**config.mk**
```make
export PLATFORM = sky130hd
export DESIGN_NAME = dp_lane_bridge_top
export DESIGN_NICKNAME = d
export VERILOG_FILES = /design/src/dp_bridge_pkg.sv /design/src/dp_apb_if.sv /design/src/dp_heartbeat.sv /design/src/dp_lane_bridge_top.sv /design/src/dp_lane_map.sv /design/src/dp_pio_regs.sv /design/src/dp_reset_gen.sv
export SDC_FILE = /design/constraint.sdc
export NUM_CORES = 1
export LEC_CHECK = 0
export ABC_CLOCK_PERIOD_IN_PS = 3130
export BUFFER_PORTS_ARGS = -buffer_cell sky130_fd_sc_hd__buf_4
export CORE_AREA = 2 2 163 165
export DETAILED_ROUTE_END_ITERATION = 6
export DIE_AREA = 0 0 165 167
export SLEW_MARGIN = 20
export SYNTH_ARGS = -nofsm -noshare
export SYNTH_HDL_FRONTEND = slang
export SYNTH_HIERARCHICAL = 1
export SYNTH_SLANG_ARGS = --single-unit
```
**constraint.sdc**
```tcl
create_clock -name CLK_IN -period 3.13 [get_ports CLK_IN]
set_input_delay 0.1565 -clock CLK_IN [delete_from_list [all_inputs] [get_ports CLK_IN]]
set_output_delay 0.1565 -clock CLK_IN [all_outputs]
set_load 0.02 [all_outputs]
```
**src/dp_bridge_pkg.sv**
```systemverilog
/*
    Shared definitions for the DP lane bridge:
    widths, lane orders, APB register map, reset values and symbol types
*/

package dp_bridge_pkg;

    // Link geometry
    localparam int LANES = 4;
    localparam int SPL   = 2;   // Symbols per lane per clock

    // PIO widths
    localparam int PIO_OUT_W = 8;
    localparam int PIO_IN_W  = 7;

    // APB bus
    localparam int APB_ADDR_W = 8;
    localparam int APB_DATA_W = 32;

    // Source lane per destination lane
    localparam int TX_LANE_ORDER [LANES] = '{1, 0, 2, 3};   // PHY lane i <- DP lane
    localparam int RX_LANE_ORDER [LANES] = '{3, 2, 0, 1};   // DP lane i <- PHY lane

    // Register map
    localparam logic [APB_ADDR_W-1:0] REG_CTRL    = 8'h00;
    localparam logic [APB_ADDR_W-1:0] REG_STATUS  = 8'h04;
    localparam logic [APB_ADDR_W-1:0] REG_VERSION = 8'h08;

    // Resets asserted, PLL powered down, clock select 0
    localparam logic [PIO_OUT_W-1:0] CTRL_RESET = 8'hFE;
    localparam int CTRL_TX_DRST_BIT = 5;
    localparam int CTRL_RX_DRST_BIT = 7;

    localparam logic [7:0] VERSION_MAJOR = 8'd1;
    localparam logic [7:0] VERSION_MINOR = 8'd0;

    localparam int unsigned RST_CYCLES        = 1024;
    localparam int unsigned HB_CYCLES_DEFAULT = 25_000_000;

    typedef struct packed {
        logic       disp_ctl;   // 0 automatic, 1 forced
        logic       disp_val;   // 0 negative, 1 positive
        logic       k;          // K character
        logic [7:0] data;
    } tx_sym_t;

    typedef struct packed {
        logic       k;
        logic [7:0] data;
    } rx_sym_t;

    typedef tx_sym_t [SPL-1:0] tx_lane_t;
    typedef rx_sym_t [SPL-1:0] rx_lane_t;

endpackage

```
**src/dp_apb_if.sv**
```systemverilog
/*
    APB bus between the top level and the PIO register block
    Master and slave modports
*/

`timescale 1ns/1ps

interface dp_apb_if import dp_bridge_pkg::*; ();

    logic                  psel;
    logic                  penable;
    logic                  pwrite;
    logic [APB_ADDR_W-1:0] paddr;
    logic [APB_DATA_W-1:0] pwdata;
    logic [APB_DATA_W-1:0] prdata;
    logic                  pready;
    logic                  pslverr;

    // Requester side
    modport master
    (
        output psel, penable, pwrite, paddr, pwdata,
        input  prdata, pready, pslverr
    );

    modport slave
    (
        input  psel, penable, pwrite, paddr, pwdata,
        output prdata, pready, pslverr
    );

endinterface

```
**src/dp_heartbeat.sv**
```systemverilog
/*
    Heartbeat LED
    Toggles once every BEAT_CYCLES clocks
*/

`timescale 1ns/1ps

module dp_heartbeat import dp_bridge_pkg::*;
#(
    parameter int unsigned BEAT_CYCLES = HB_CYCLES_DEFAULT
)
(
    input  logic CLK_IN,
    input  logic sys_rst_n,
    output logic led
);

    localparam int CNT_W = $clog2(BEAT_CYCLES + 1);
    localparam logic [CNT_W-1:0] CNT_WRAP = CNT_W'(BEAT_CYCLES - 1);

    logic [CNT_W-1:0] cnt;

    always_ff @(posedge CLK_IN or negedge sys_rst_n)
    begin
        if (!sys_rst_n)
        begin
            cnt <= '0;
            led <= 1'b0;
        end
        else if (cnt == CNT_WRAP)
        begin
            cnt <= '0;
            led <= ~led;        // One beat
        end
        else
            cnt <= cnt + 1'b1;
    end

endmodule

```
**src/dp_lane_bridge_top.sv**
```systemverilog
/*
    DP lane bridge top level
    Reset sequencer, APB PIO registers, TX and RX lane reorder, heartbeat
*/

`timescale 1ns/1ps

module dp_lane_bridge_top import dp_bridge_pkg::*;
#(
    parameter int unsigned HB_CYCLES = HB_CYCLES_DEFAULT
)
(
    input  logic                  CLK_IN,
    input  logic                  arst_n,
    input  logic                  pll_lock,

    // Host APB
    input  logic                  psel,
    input  logic                  penable,
    input  logic                  pwrite,
    input  logic [APB_ADDR_W-1:0] paddr,
    input  logic [APB_DATA_W-1:0] pwdata,
    output logic [APB_DATA_W-1:0] prdata,
    output logic                  pready,
    output logic                  pslverr,

    // PHY control and status
    input  logic [PIO_IN_W-1:0]   phy_status,
    output logic [PIO_OUT_W-1:0]  phy_ctrl,

    // Link lanes
    input  tx_lane_t              dptx_lanes   [LANES],
    output tx_lane_t              phy_tx_lanes [LANES],
    input  rx_lane_t              phy_rx_lanes [LANES],
    output rx_lane_t              dprx_lanes   [LANES],

    output logic [1:0]            LED_OUT
);

    logic sys_rst_n;

    dp_apb_if apb_if ();

    // Host request into the bus
    assign apb_if.psel    = psel;
    assign apb_if.penable = penable;
    assign apb_if.pwrite  = pwrite;
    assign apb_if.paddr   = paddr;
    assign apb_if.pwdata  = pwdata;

    assign prdata  = apb_if.prdata;
    assign pready  = apb_if.pready;
    assign pslverr = apb_if.pslverr;

    dp_reset_gen reset_gen_inst
    (
        .CLK_IN    (CLK_IN),
        .arst_n    (arst_n),
        .pll_lock  (pll_lock),
        .sys_rst_n (sys_rst_n),
        .sys_ready (LED_OUT[1])     // System ready LED
    );

    dp_pio_regs pio_regs_inst
    (
        .CLK_IN     (CLK_IN),
        .sys_rst_n  (sys_rst_n),
        .apb        (apb_if.slave),
        .phy_status (phy_status),
        .phy_ctrl   (phy_ctrl)
    );

    // DP lanes to PHY lanes
    dp_lane_map #(
        .sym_lane_t (tx_lane_t),
        .ORDER      (TX_LANE_ORDER)
    ) tx_map_inst (
        .CLK_IN    (CLK_IN),
        .sys_rst_n (sys_rst_n),
        .clear     (phy_ctrl[CTRL_TX_DRST_BIT]),
        .lanes_in  (dptx_lanes),
        .lanes_out (phy_tx_lanes)
    );

    // PHY lanes to DP lanes
    dp_lane_map #(
        .sym_lane_t (rx_lane_t),
        .ORDER      (RX_LANE_ORDER)
    ) rx_map_inst (
        .CLK_IN    (CLK_IN),
        .sys_rst_n (sys_rst_n),
        .clear     (phy_ctrl[CTRL_RX_DRST_BIT]),
        .lanes_in  (phy_rx_lanes),
        .lanes_out (dprx_lanes)
    );

    dp_heartbeat #(
        .BEAT_CYCLES (HB_CYCLES)
    ) heartbeat_inst (
        .CLK_IN    (CLK_IN),
        .sys_rst_n (sys_rst_n),
        .led       (LED_OUT[0])
    );

endmodule

```
**src/dp_lane_map.sv**
```systemverilog
/*
    Registered lane reorder, one clock latency
    Generic over the per-lane symbol type
*/

`timescale 1ns/1ps

module dp_lane_map import dp_bridge_pkg::*;
#(
    parameter type sym_lane_t = logic,
    parameter int  ORDER [LANES] = '{0, 1, 2, 3}   // Source lane for each output lane
)
(
    input  logic      CLK_IN,
    input  logic      sys_rst_n,
    input  logic      clear,
    input  sym_lane_t lanes_in  [LANES],
    output sym_lane_t lanes_out [LANES]
);

    always_ff @(posedge CLK_IN or negedge sys_rst_n)
    begin
        if (!sys_rst_n)
        begin
            for (int i = 0; i < LANES; i++)
                lanes_out[i] <= '0;
        end
        else
        begin
            for (int i = 0; i < LANES; i++)
            begin
                if (clear)
                    lanes_out[i] <= '0;     // Held by digital reset
                else
                    lanes_out[i] <= lanes_in[ORDER[i]];
            end
        end
    end

endmodule

```
**src/dp_pio_regs.sv**
```systemverilog
/*
    PIO register block on APB, zero wait states
    Control (RW), synchronized PHY status (RO) and version (RO)
*/

`timescale 1ns/1ps

module dp_pio_regs import dp_bridge_pkg::*;
(
    input  logic                 CLK_IN,
    input  logic                 sys_rst_n,
    dp_apb_if.slave              apb,
    input  logic [PIO_IN_W-1:0]  phy_status,
    output logic [PIO_OUT_W-1:0] phy_ctrl
);

    logic [PIO_OUT_W-1:0] ctrl_q;
    logic [PIO_IN_W-1:0]  status_meta;
    logic [PIO_IN_W-1:0]  status_sync;
    logic                 access;
    logic                 hit_ctrl;
    logic                 hit_status;
    logic                 hit_version;
    logic                 addr_err;
    logic                 wr_ro_err;

    // Status lines come from the PHY clock domains
    always_ff @(posedge CLK_IN)
    begin
        status_meta <= phy_status;
        status_sync <= status_meta;
    end

    assign access      = apb.psel & apb.penable;   // Access phase
    assign hit_ctrl    = (apb.paddr == REG_CTRL);
    assign hit_status  = (apb.paddr == REG_STATUS);
    assign hit_version = (apb.paddr == REG_VERSION);

    assign addr_err  = ~(hit_ctrl | hit_status | hit_version);
    assign wr_ro_err = apb.pwrite & (hit_status | hit_version);

    // Control register
    always_ff @(posedge CLK_IN or negedge sys_rst_n)
    begin
        if (!sys_rst_n)
            ctrl_q <= CTRL_RESET;
        else if (access && apb.pwrite && hit_ctrl)
            ctrl_q <= apb.pwdata[PIO_OUT_W-1:0];
    end

    assign phy_ctrl = ctrl_q;

    // Read mux
    always_comb
    begin
        apb.prdata = '0;
        if (hit_ctrl)
            apb.prdata = APB_DATA_W'(ctrl_q);
        else if (hit_status)
            apb.prdata = APB_DATA_W'(status_sync);
        else if (hit_version)
            apb.prdata = APB_DATA_W'({VERSION_MAJOR, VERSION_MINOR});
    end

    assign apb.pready  = 1'b1;     // No wait states
    assign apb.pslverr = access & (addr_err | wr_ro_err);

endmodule

```
**src/dp_reset_gen.sv**
```systemverilog
/*
    Reset sequencer
    Holds the design in reset until PLL lock has been stable for RST_CYCLES
*/

`timescale 1ns/1ps

module dp_reset_gen import dp_bridge_pkg::*;
(
    input  logic CLK_IN,
    input  logic arst_n,
    input  logic pll_lock,
    output logic sys_rst_n,
    output logic sys_ready
);

    localparam int CNT_W = $clog2(RST_CYCLES);
    localparam logic [CNT_W-1:0] CNT_MAX = CNT_W'(RST_CYCLES - 1);

    logic             lock_rst_n;   // Board reset or lock lost
    logic [CNT_W-1:0] cnt;
    logic             ready_q;

    assign lock_rst_n = arst_n & pll_lock;

    always_ff @(posedge CLK_IN or negedge lock_rst_n)
    begin
        if (!lock_rst_n)
        begin
            cnt     <= '0;
            ready_q <= 1'b0;
        end
        else if (!ready_q)
        begin
            if (cnt == CNT_MAX)
                ready_q <= 1'b1;    // Lock stable long enough
            else
                cnt <= cnt + 1'b1;
        end
    end

    assign sys_rst_n = ready_q;
    assign sys_ready = ready_q;

endmodule
```
Yosys cells after proc, flatten, opt, wreduce, memory -nomap -nowiden
Index checks and enable logic that the tools add are counted.
{"block": "classes", "addsub": 2, "n_mux": 14, "eq_ne": 4, "bitwise_logic": 12, "reduce_logical": 4}
{"op": "22-bit two-way mux", "n": 4}
{"op": "18-bit two-way mux", "n": 4}
{"op": "32-bit two-way mux", "n": 2}
{"op": "25-bit by 1-bit adder with 25-bit output (second input constant)", "n": 1}
{"op": "25-bit == test (second input constant)", "n": 1}
{"op": "25-bit two-way mux", "n": 1}
{"op": "10-bit by 1-bit adder with 10-bit output (second input constant)", "n": 1}
{"op": "10-bit == test (second input constant)", "n": 1}
{"op": "9-bit two-way mux", "n": 1}
{"op": "8-bit by 3-bit == test with 1-bit output (second input constant)", "n": 1}
{"op": "8-bit by 4-bit == test with 1-bit output (second input constant)", "n": 1}
{"op": "8-bit zero test", "n": 1}
{"op": "1-bit AND", "n": 4}
{"op": "1-bit inverter", "n": 4}
{"op": "1-bit bitwise OR", "n": 4}
{"op": "1-bit logical AND", "n": 2}
{"op": "1-bit two-way mux", "n": 2}
{"op": "2-bit AND reduction", "n": 1}
{"block": "word_totals", "regBits": 219, "elab_cells": 91, "input_bits": 213}

Logic depth before layout (Yosys ltp)
Gate-level depths: netlist of the first run.
{"block": "depth", "ltp_word": 6, "mapped_depth": 7}

By module
Netlist of the first run, hierarchy kept.
{"mod": "dp_lane_map at tx_map_inst", "cells_per_inst": 185, "area_per_inst_um2": 2812.7, "n_inst": 1}
{"mod": "dp_lane_map at rx_map_inst", "cells_per_inst": 152, "area_per_inst_um2": 2342.2, "n_inst": 1}
{"mod": "dp_heartbeat", "cells_per_inst": 127, "area_per_inst_um2": 1328.8, "n_inst": 1}
{"mod": "dp_pio_regs", "cells_per_inst": 82, "area_per_inst_um2": 968.4, "n_inst": 1}
{"mod": "dp_reset_gen", "cells_per_inst": 53, "area_per_inst_um2": 575.6, "n_inst": 1}

Least setup slack after synthesis of the first run
No wires, ideal clock.
{"block": "synth_timing", "path_kind": "flip-flop to flip-flop", "startpoint": "register heartbeat_inst.cnt[0]", "endpoint": "register heartbeat_inst.cnt[19]", "period_less_slack_ns": 1.650, "setup_slack_ns": 1.480, "t_required_ns": 3.000, "arrival_time_ns": 1.521, "path_buffers": 2, "stages_incl_launch_ff": 8, "setup_time_ns": 0.130, "cell_sequence": "dfrtp_1 ha_1 and3_1 buf_2 nand2_1 nor4_4 buf_4 a21oi_1"}
{"block": "synth_via", "elab_chain_len": 2}
{"element": "start, declared", "line_no": "dp_heartbeat.sv:21", "text": "logic [CNT_W-1:0] cnt;"}
{"element": "start signal, assigned", "line_no": "dp_heartbeat.sv:36", "text": "cnt <= cnt + 1'b1;"}
{"element": "25-bit by 1-bit adder with 25-bit output or 25-bit == test (tied branches)", "line_no": "dp_heartbeat.sv:36, dp_heartbeat.sv:30"}
{"element": "25-bit two-way mux (*)", "line_no": "dp_heartbeat.sv:30", "text": "else if (cnt == CNT_WRAP)"}
Every way passes the cells marked *; elsewhere a longest branch is shown, timed or not.
A chain may end at the register's enable or synchronous reset.

Worst setup path after layout of the first run
{"block": "layout_timing", "startpoint": "register heartbeat_inst.cnt[0]", "endpoint": "register heartbeat_inst.led"}
{"block": "layout_via", "elab_chain_len": 1}
{"element": "25-bit == test", "line_no": "dp_heartbeat.sv:30"}
{"element": "end signal, assigned", "line_no": "dp_heartbeat.sv:33", "text": "led <= ~led;"}
{"element": "end, declared", "line_no": "dp_heartbeat.sv:15", "text": "output logic led"}
Every way passes these cells.

==> results of run 1 <==
cell usage in the layout, fill, tap and decap left out, drive strengths merged, types with 2 or more instances in the layout:
master,netlist,layout
buf,48,373
dfrtp,198,198
dlygate4sd3,0,177
nor2b,162,162
clkbuf,0,33
conb,2,24
nor2,16,16
dfxtp,14,14
nand3,14,14
a21oi,13,13
nand2,11,11
mux2,11,11
nand4,11,11
mux2i,9,9
o21ai,8,8
inv,7,8
clkinv,0,7
xor2,7,7
xnor2,7,7
dfstp,7,7
or3,6,6
nor3,5,5
o31ai,5,5
and3,5,5
and4,5,5
or4,4,4
and2,3,3
nor4,3,3
clkinvlp,0,2
nand2b,2,2
ha,2,2
nor3b,2,2
and4b,2,2
layout make-up:
| class | instances | area share (%) |
|---|---|---|
| Sequential cell | 219 | 40.00 |
| Multi-Input combinational cell | 347 | 16.87 |
| Clock inverter | 11 | 0.6369 |
| Clock buffer | 33 | 5.289 |
| Inverter | 7 | 0.1938 |
| Timing Repair Buffer | 550 | 33.91 |
| Tap cell | 335 | 3.092 |
what timing repair did:
item,CTS,global route
gates resized for setup,0,0
endpoints found under the hold margin,186,0
hold buffers,177,0
sequential cells by signal, indices dropped and copies added, names as in the netlist:
register and flops:
heartbeat_inst/cnt 25, reset_gen_inst/sys_ready 1, pio_regs_inst/phy_ctrl 8, tx_map_inst/lanes_out 88
rx_map_inst/lanes_out 72, pio_regs_inst/status_sync 7, reset_gen_inst/cnt 10, heartbeat_inst/led 1
pio_regs_inst/status_meta 7
path summary, 6_finish.rpt:
| check | start | endpoint | depth (start not counted) |
|---|---|---|---|
| hold reg to reg | pio_regs_inst/status_meta[5] | pio_regs_inst/status_sync[5] | 0 |
| min in group asynchronous | arst_n | reset_gen_inst/cnt[0] | 3 |
| setup reg to reg | heartbeat_inst/cnt[0] | heartbeat_inst/led | 5 |
| setup / recovery | heartbeat_inst/cnt[0] | heartbeat_inst/led | 5 |
| hold / removal | paddr[0] | pio_regs_inst/phy_ctrl[0] | 4 |
| max in group asynchronous | reset_gen_inst/sys_ready | tx_map_inst/lanes_out[20] | 1 |
through the flow:
stage          cells  utilization (%)  hold WS (ns)
3_3_place_gp    1281            42.62        0.2621
6_report        1502            52.62        0.1042
4_1_cts         1502            52.62       0.09040
2_1_floorplan    621                -       0.09417
5_1_grt         1502            52.62        0.1043
3_5_place_dp    1281            42.62        0.2621
cell families (layout without fill, tap and decap cells):
logic type / count (synthesis) / after routing / synth area share, %
AND/OR/NAND/NOR: 255 / 255 / 20.17
flip-flops: 219 / 219 / 67.50
buffers and inverters: 55 / 601 / 5.034
AO/OA/AOI/OAI: 31 / 31 / 2.525
multiplexers: 20 / 20 / 2.712
XOR/XNOR: 14 / 14 / 1.527
adder cells (fa/ha/maj): 3 / 3 / 0.4364
other: 2 / 24 / 0.09355
power groups by stage:
| stage | combinational, mW | clock (mW) | sequential (mW) |
|---|---|---|---|
| final | 0.832 | 2.84 | 2.99 |
| after global routing | 0.883 | 3.07 | 3.00 |
| after CTS | 0.830 | 2.93 | 2.99 |
| after detailed placement | 0.647 | 0 | 3.04 |
| after global placement | 0.640 | 0 | 3.03 |
| after floorplan | 0.149 | 0 | 3.18 |
per-layer routing:
| metal | share of wire [%] | vias up | global-route usage [%] |
|---|---|---|---|
| met5 | 0 | - | 0 |
| met4 | 2.8 | 0 | 5.293 |
| met3 | 8.4 | 45 | 4.608 |
| met2 | 51 | 260 | 28.42 |
| met1 | 38 | 3029 | 18.80 |
| li1 | - | 3007 | - |
critical path: cells and delay by family, from the launching register on:
kind          cells  cell delay (ns)
simple gates      3             1.22
flops             1             0.38
fa+ha+maj         1             0.19
xor+xnor          1             0.13
==> impl_metrics.csv, run 1 <==
group,metric,value,unit
global_routing,grt_max_degree,80,
power_and_ir_drop,combinationalPowerShare,12.5,%
critical_path,path_cells,"ha_1 > and3_1 > nand2_1 > nor4_4 > xor2_1",
critical_path,critPathLaunchType,"register",
floorplanning,row_count,59,
power_and_ir_drop,p_seq_share,44.9,%
finish,drive_gt1_share,38.13,%
power_and_ir_drop,clkPwrFrac,42.6,%
logic_synthesis,ys_warn_count,6,
global_routing,grt_pass1_vias,6628,
floorplanning,die_h,167,um
place,placed_area,10980,um^2
clocking,cts_made_buffers,24,
logic_synthesis,ys_seq_area_share,67.50,%
power_and_ir_drop,power.total,6.656,mW
floorplanning,die-area,27560,um^2
timing,worst_slack,1.048,ns
clocking,clockBufferDepth,3,
detailed_routing,drc,0,
timing,worst_pin_slew,0.9351,ns
logic_synthesis,synth.cell_area,8028,um^2
critical_path,crit_path_end_kind,"register",
logic_synthesis,ys_ff_latch,219,
detailed_routing,wire_per_inst,15.37,um
logic_synthesis,post_synth_num_cell_types,48,
place,hpwlAfterDp,15330,um
finish,finish.instance_area,13560,um^2
floorplanning,die_w,165,um
detailed_routing,via_per_inst,4.222,
logic_synthesis,yosysTopAreaCell,"dfrtp_1",
finish,area_growth,68.86,%
clocking,cts_root_buf,"clkbuf_16",
place,post-place-ws,1.014,ns
global_routing,grt-ovfl-total,0,
finish,seqCellArea,5423,um^2
logic_synthesis,synthFlopType,"dfrtp_1",
logic_synthesis,ys_top_cells_by_area,"dfrtp_1, nor2b_1, dfxtp_1",
critical_path,rrSetupSlack,1.05,ns
global_routing,grt_usage,16.17,%
clocking,cts_tree,"yes",
critical_path,worstSetupPathType,"reg -> reg",
timing,finalHoldViolations,0,
timing,rsz0062_at_grt,"no",
timing,finalCriticalPeriod,2.082,ns
power_and_ir_drop,p_sw_share,23.05,%
floorplanning,start_util,31.16,%
timing,maxSlewViolCount,0,
place,gp_congestion,0.7561,
clocking,cts_setup_buffers,0,
timing,fmax,0.4803,GHz
power_and_ir_drop,p_leak,6.676,nW
global_routing,grt_pass1_wl,35450,um
logic_synthesis,synth_cells,599,
logic_synthesis,synth-async-reset-ratio,93.61,%
global_routing,antenna_found_initial,1,
logic_synthesis,synth_edf_count,0,
timing,slew_headroom,37.66,%
finish,diodes,0,
logic_synthesis,synth_top_cell_area_share,61.72,%
power_and_ir_drop,worst_ir_drop_vdd,0.3537,mV
status,outcome,"completed",
min_path,hold_path_class,"in -> reg",
place,io_buffer_count,368,
detailed_routing,drt-initial-drc-count,254,
clocking,clock_latency,0.51,ns
detailed_routing,totalWireLength,23080,um
logic_synthesis,synth_most_common_cell,"dfrtp_1",
clocking,h-tree-depth,1,
critical_path,crit_slowest_cell,"nor4_4",
critical_path,required,3.48,ns
finish,fill_cells,2166,
clocking,path_clk_slew,0.06,ns
detailed_routing,antenna_left,0,
detailed_routing,first_pass_iters,4,
floorplanning,ioPinCount,417,
floorplanning,coreArea,25760,um^2
timing,tns,0,ns
clocking,cts.sinks,219,
run,maxCapViolations,0,
critical_path,crit_arrival,2.43,ns
logic_synthesis,postSynthAreaPerCell,13.40,um^2
finish,final_nets,1364,
logic_synthesis,synth_common_cells,"dfrtp_1, nor2b_1, buf_4, nor2_1, dfxtp_1",
power_and_ir_drop,p_sw,1.534,mW
timing,finClkSkew,0.005867,ns
power_and_ir_drop,pwr_density_cell,491.0,nW/um^2
finish,multi_input_area,2287,um^2
critical_path,crit_fanout,14,
timing,finalSetupViolations,0,
detailed_routing,vias,6341,
timing,min_period_over_period,66.52,%
power_and_ir_drop,internal-power,5.122,mW
critical_path,crit_path_max_incr_delay,0.72,ns
Note: power is estimated with default switching activity, not from simulation.
==> run 2: changes to the inputs <==
--- a/config.mk
+++ b/config.mk
@@ -5,11 +5,12 @@
 export SDC_FILE = /design/constraint.sdc
 export NUM_CORES = 1
 export LEC_CHECK = 0
-export ABC_CLOCK_PERIOD_IN_PS = 3130
+export ABC_AREA = 1
+export ABC_CLOCK_PERIOD_IN_PS = 2100
 export BUFFER_PORTS_ARGS = -buffer_cell sky130_fd_sc_hd__buf_4
-export CORE_AREA = 2 2 163 165
+export CORE_AREA = 2 2 160 162
 export DETAILED_ROUTE_END_ITERATION = 6
-export DIE_AREA = 0 0 165 167
+export DIE_AREA = 0 0 162 164
 export SLEW_MARGIN = 20
 export SYNTH_ARGS = -nofsm -noshare
 export SYNTH_HDL_FRONTEND = slang
==> constraint.sdc (replaced) <==
create_clock -name CLK_IN -period 2.1 [get_ports CLK_IN]
set_input_delay 0.105 -clock CLK_IN [delete_from_list [all_inputs] [get_ports CLK_IN]]
set_output_delay 0.105 -clock CLK_IN [all_outputs]
set_load 0.02 [all_outputs]
==> run 2 against run 1 <==
Synthesized cell count grew 55%. Area after synthesis increased by 8.1%. Cell area grew 5.0%. Critical path type is now reg -> out. Non-clock buffer count up 3.
==> impl_metrics.csv, run 2 <==
group,metric,value,unit
status,outcome,"completed",
logic_synthesis,synth_most_common_cell,"nor2_1",
clocking,cts_made_buffers,24,
floorplanning,row_count,58,
critical_path,crit_fanout,22,
global_routing,use_met1,22.36,%
detailed_routing,drt-initial-drc-count,368,
global_routing,grt_pass1_vias,7654,
finish,largest_register_ffs,88,
timing,finalSetupViolations,0,
logic_synthesis,synthFlopType,"dfrtp_1",
finish,fill_cells,2116,
place,hpwlAfterDp,17410,um
critical_path,crit_path_end_kind,"output pin",
critical_path,reg2reg_depth,8,
global_routing,grt_max_degree,109,
finish,reg.largest.list,"tx_map_inst/lanes_out: 88 flops, rx_map_inst/lanes_out: 72 flops, heartbeat_inst/cnt: 25 flops",
place,post-place-ws,0.6602,ns
detailed_routing,drc,0,
critical_path,crit_arrival,1.73,ns
finish,final_nets,1700,
logic_synthesis,synth_common_cells,"nor2_1, inv_1, dfrtp_1, nand2_1, nand3_1",
power_and_ir_drop,worst_ir_drop_vdd,0.6372,mV
critical_path,worstSetupPathType,"reg -> out",
finish,area_growth,64.00,%
timing,slew_headroom,58.66,%
timing,maxSlewViolCount,0,
critical_path,critPathLaunchType,"register",
finish,top_register,"tx_map_inst/lanes_out",
logic_synthesis,synth-async-reset-ratio,93.61,%
place,placed_area,11690,um^2
global_routing,grt_pass1_wl,40150,um
clocking,clockBufferDepth,3,
place,io_buffer_count,368,
timing,fmax,0.5456,GHz
min_path,hold_path_class,"in -> reg",
floorplanning,coreArea,24820,um^2
logic_synthesis,ys_warn_count,6,
finish,seqCellArea,5423,um^2
global_routing,grt-ovfl-total,0,
finish,final_common_cell,"buf_4",
clocking,h-tree-depth,1,
detailed_routing,totalWireLength,25160,um
global_routing,gr-max-usage-layer,"met2",
power_and_ir_drop,pwr_density_cell,680.8,nW/um^2
logic_synthesis,yosysTopAreaCell,"dfrtp_1",
finish,finish.instance_area,14230,um^2
clocking,cts_root_buf,"clkbuf_16",
critical_path,crit_slowest_cell,"dfstp_2",
detailed_routing,first_pass_iters,4,
floorplanning,die-area,26570,um^2
timing,finClkSkew,0.005556,ns
detailed_routing,wire_per_inst,13.71,um
floorplanning,start_util,34.97,%
global_routing,grt_use_met3,5.379,%
power_and_ir_drop,p_leak,7.992,nW
detailed_routing,vias,7431,
critical_path,path_common_cell,"nand2_1",
detailed_routing,antenna_left,0,
clocking,cts_resized,0,
timing,min_period_over_period,87.29,%
critical_path,path_cells,"nand2_1 > nand2_1 > buf_4",
timing,finalHoldViolations,0,
min_path,hold_depth,5,
floorplanning,die_h,164,um
floorplanning,ioPinCount,417,
run,maxCapViolations,0,
logic_synthesis,ys_ff_latch,219,
logic_synthesis,postSynthAreaPerCell,9.353,um^2
finish,mostFrequentLayoutCells,"buf_4, nor2_1, inv_1",
logic_synthesis,ys_seq_area_share,62.43,%
timing,whs,0.03450,ns
clocking,cts_hold_buffers,179,
clocking,clock_latency,0.51,ns
timing,rsz0062_at_grt,"no",
clocking,cts.sinks,219,
logic_synthesis,synth.cell_area,8680,um^2
critical_path,required,2.00,ns
clocking,cts_setup_buffers,0,
critical_path,crit_path_max_incr_delay,0.89,ns
timing,tns,0,ns
detailed_routing,via_per_inst,4.050,
clocking,cts_tree,"yes",
global_routing,antenna_found_initial,2,
logic_synthesis,synth_cells,928,
logic_synthesis,synth_top_cell_area_share,57.09,%
finish,multi_input_area,2173,um^2
global_routing,gr-usage-met2,33.62,%
timing,worst_slack,0.2670,ns
clocking,path_clk_slew,0.06,ns
logic_synthesis,synth_edf_count,0,
timing,worst_pin_slew,0.6201,ns
floorplanning,die_w,162,um
timing,finalCriticalPeriod,1.833,ns
logic_synthesis,post_synth_num_cell_types,33,
global_routing,grt_usage,18.92,%
logic_synthesis,ys_top_cells_by_area,"dfrtp_1, nor2_1, inv_1",
place,gp_congestion,0.9463,
finish,drive_gt1_share,30.21,%
## run 2: cell types whose count changed after synthesis, sizes merged, moves of 6 or more
cell   change
nor2     +218
inv      +207
nor2b    -162
nand2    +123
nand3     +25
mux2      -11
mux2i      -9
a21oi      -7
xor2       +7
or3        -6
## run 2: path summary, 6_finish.rpt
kind,start,slack [ns],end
setup reg to reg,heartbeat_inst/cnt[0],0.67,heartbeat_inst/cnt[5]
max in group asynchronous,pll_lock,1.01,reset_gen_inst/sys_ready
hold / removal,penable,0.03,pio_regs_inst/phy_ctrl[7]
hold reg to reg,pio_regs_inst/status_meta[6],0.33,pio_regs_inst/status_sync[6]
setup / recovery,pio_regs_inst/phy_ctrl[5],0.27,prdata[5]
min in group asynchronous,arst_n,0.20,reset_gen_inst/cnt[4]
## run 2: metrics by stage
stage	util (%)	cells	total power, mW
global placement	47.08	1610	5.500
floorplan	-	950	4.965
global route	57.36	1835	10.14
detailed placement	47.08	1610	5.514
CTS	57.34	1833	9.821
finish	57.36	1835	9.691
## run 2: layer usage
| metal | vias up | part of all wire (%) |
|---|---|---|
| met1 | 3440 | 39 |
| met4 | 0 | 2.6 |
| li1 | 3723 | - |
| met5 | - | 0 |
| met2 | 223 | 51 |
| met3 | 45 | 7.5 |
## run 2: where the power goes
group,internal [mW],switching (mW),total [mW]
sequential,4.40,0.0550,4.45
clock,2.33,1.64,3.97
combinational,0.696,0.575,1.27
## run 2: kinds of logic after synthesis
family                     count (synthesis)  synth area share, %
xor gates and xnor gates                  17                1.802
AOI/OAI and AO/OA                         11               0.6920
and+or+nand+nor                          419                21.22
adders and majority gates                  2               0.2883
other                                      2              0.08652
DFF                                      219                62.43
buffers and inverters                    258                13.48
## run 2: cell type report
type,instances,share of cell area (%)
diodes,2,0.03516
inverters,214,5.661
clock buffers,36,4.966
well taps,330,2.901
repair buffers,553,32.75
multi-input cells,473,15.27
clock inverters,8,0.3252
flip-flops and latches,219,38.09
## run 2: critical path: cells and delay by family, from the launching register on
| kind | cells | cell delay, ns |
|---|---|---|
| AND/OR/NAND/NOR | 2 | 0.18 |
| buffers and inverters | 1 | 0.14 |
| flip-flops | 1 | 0.89 |
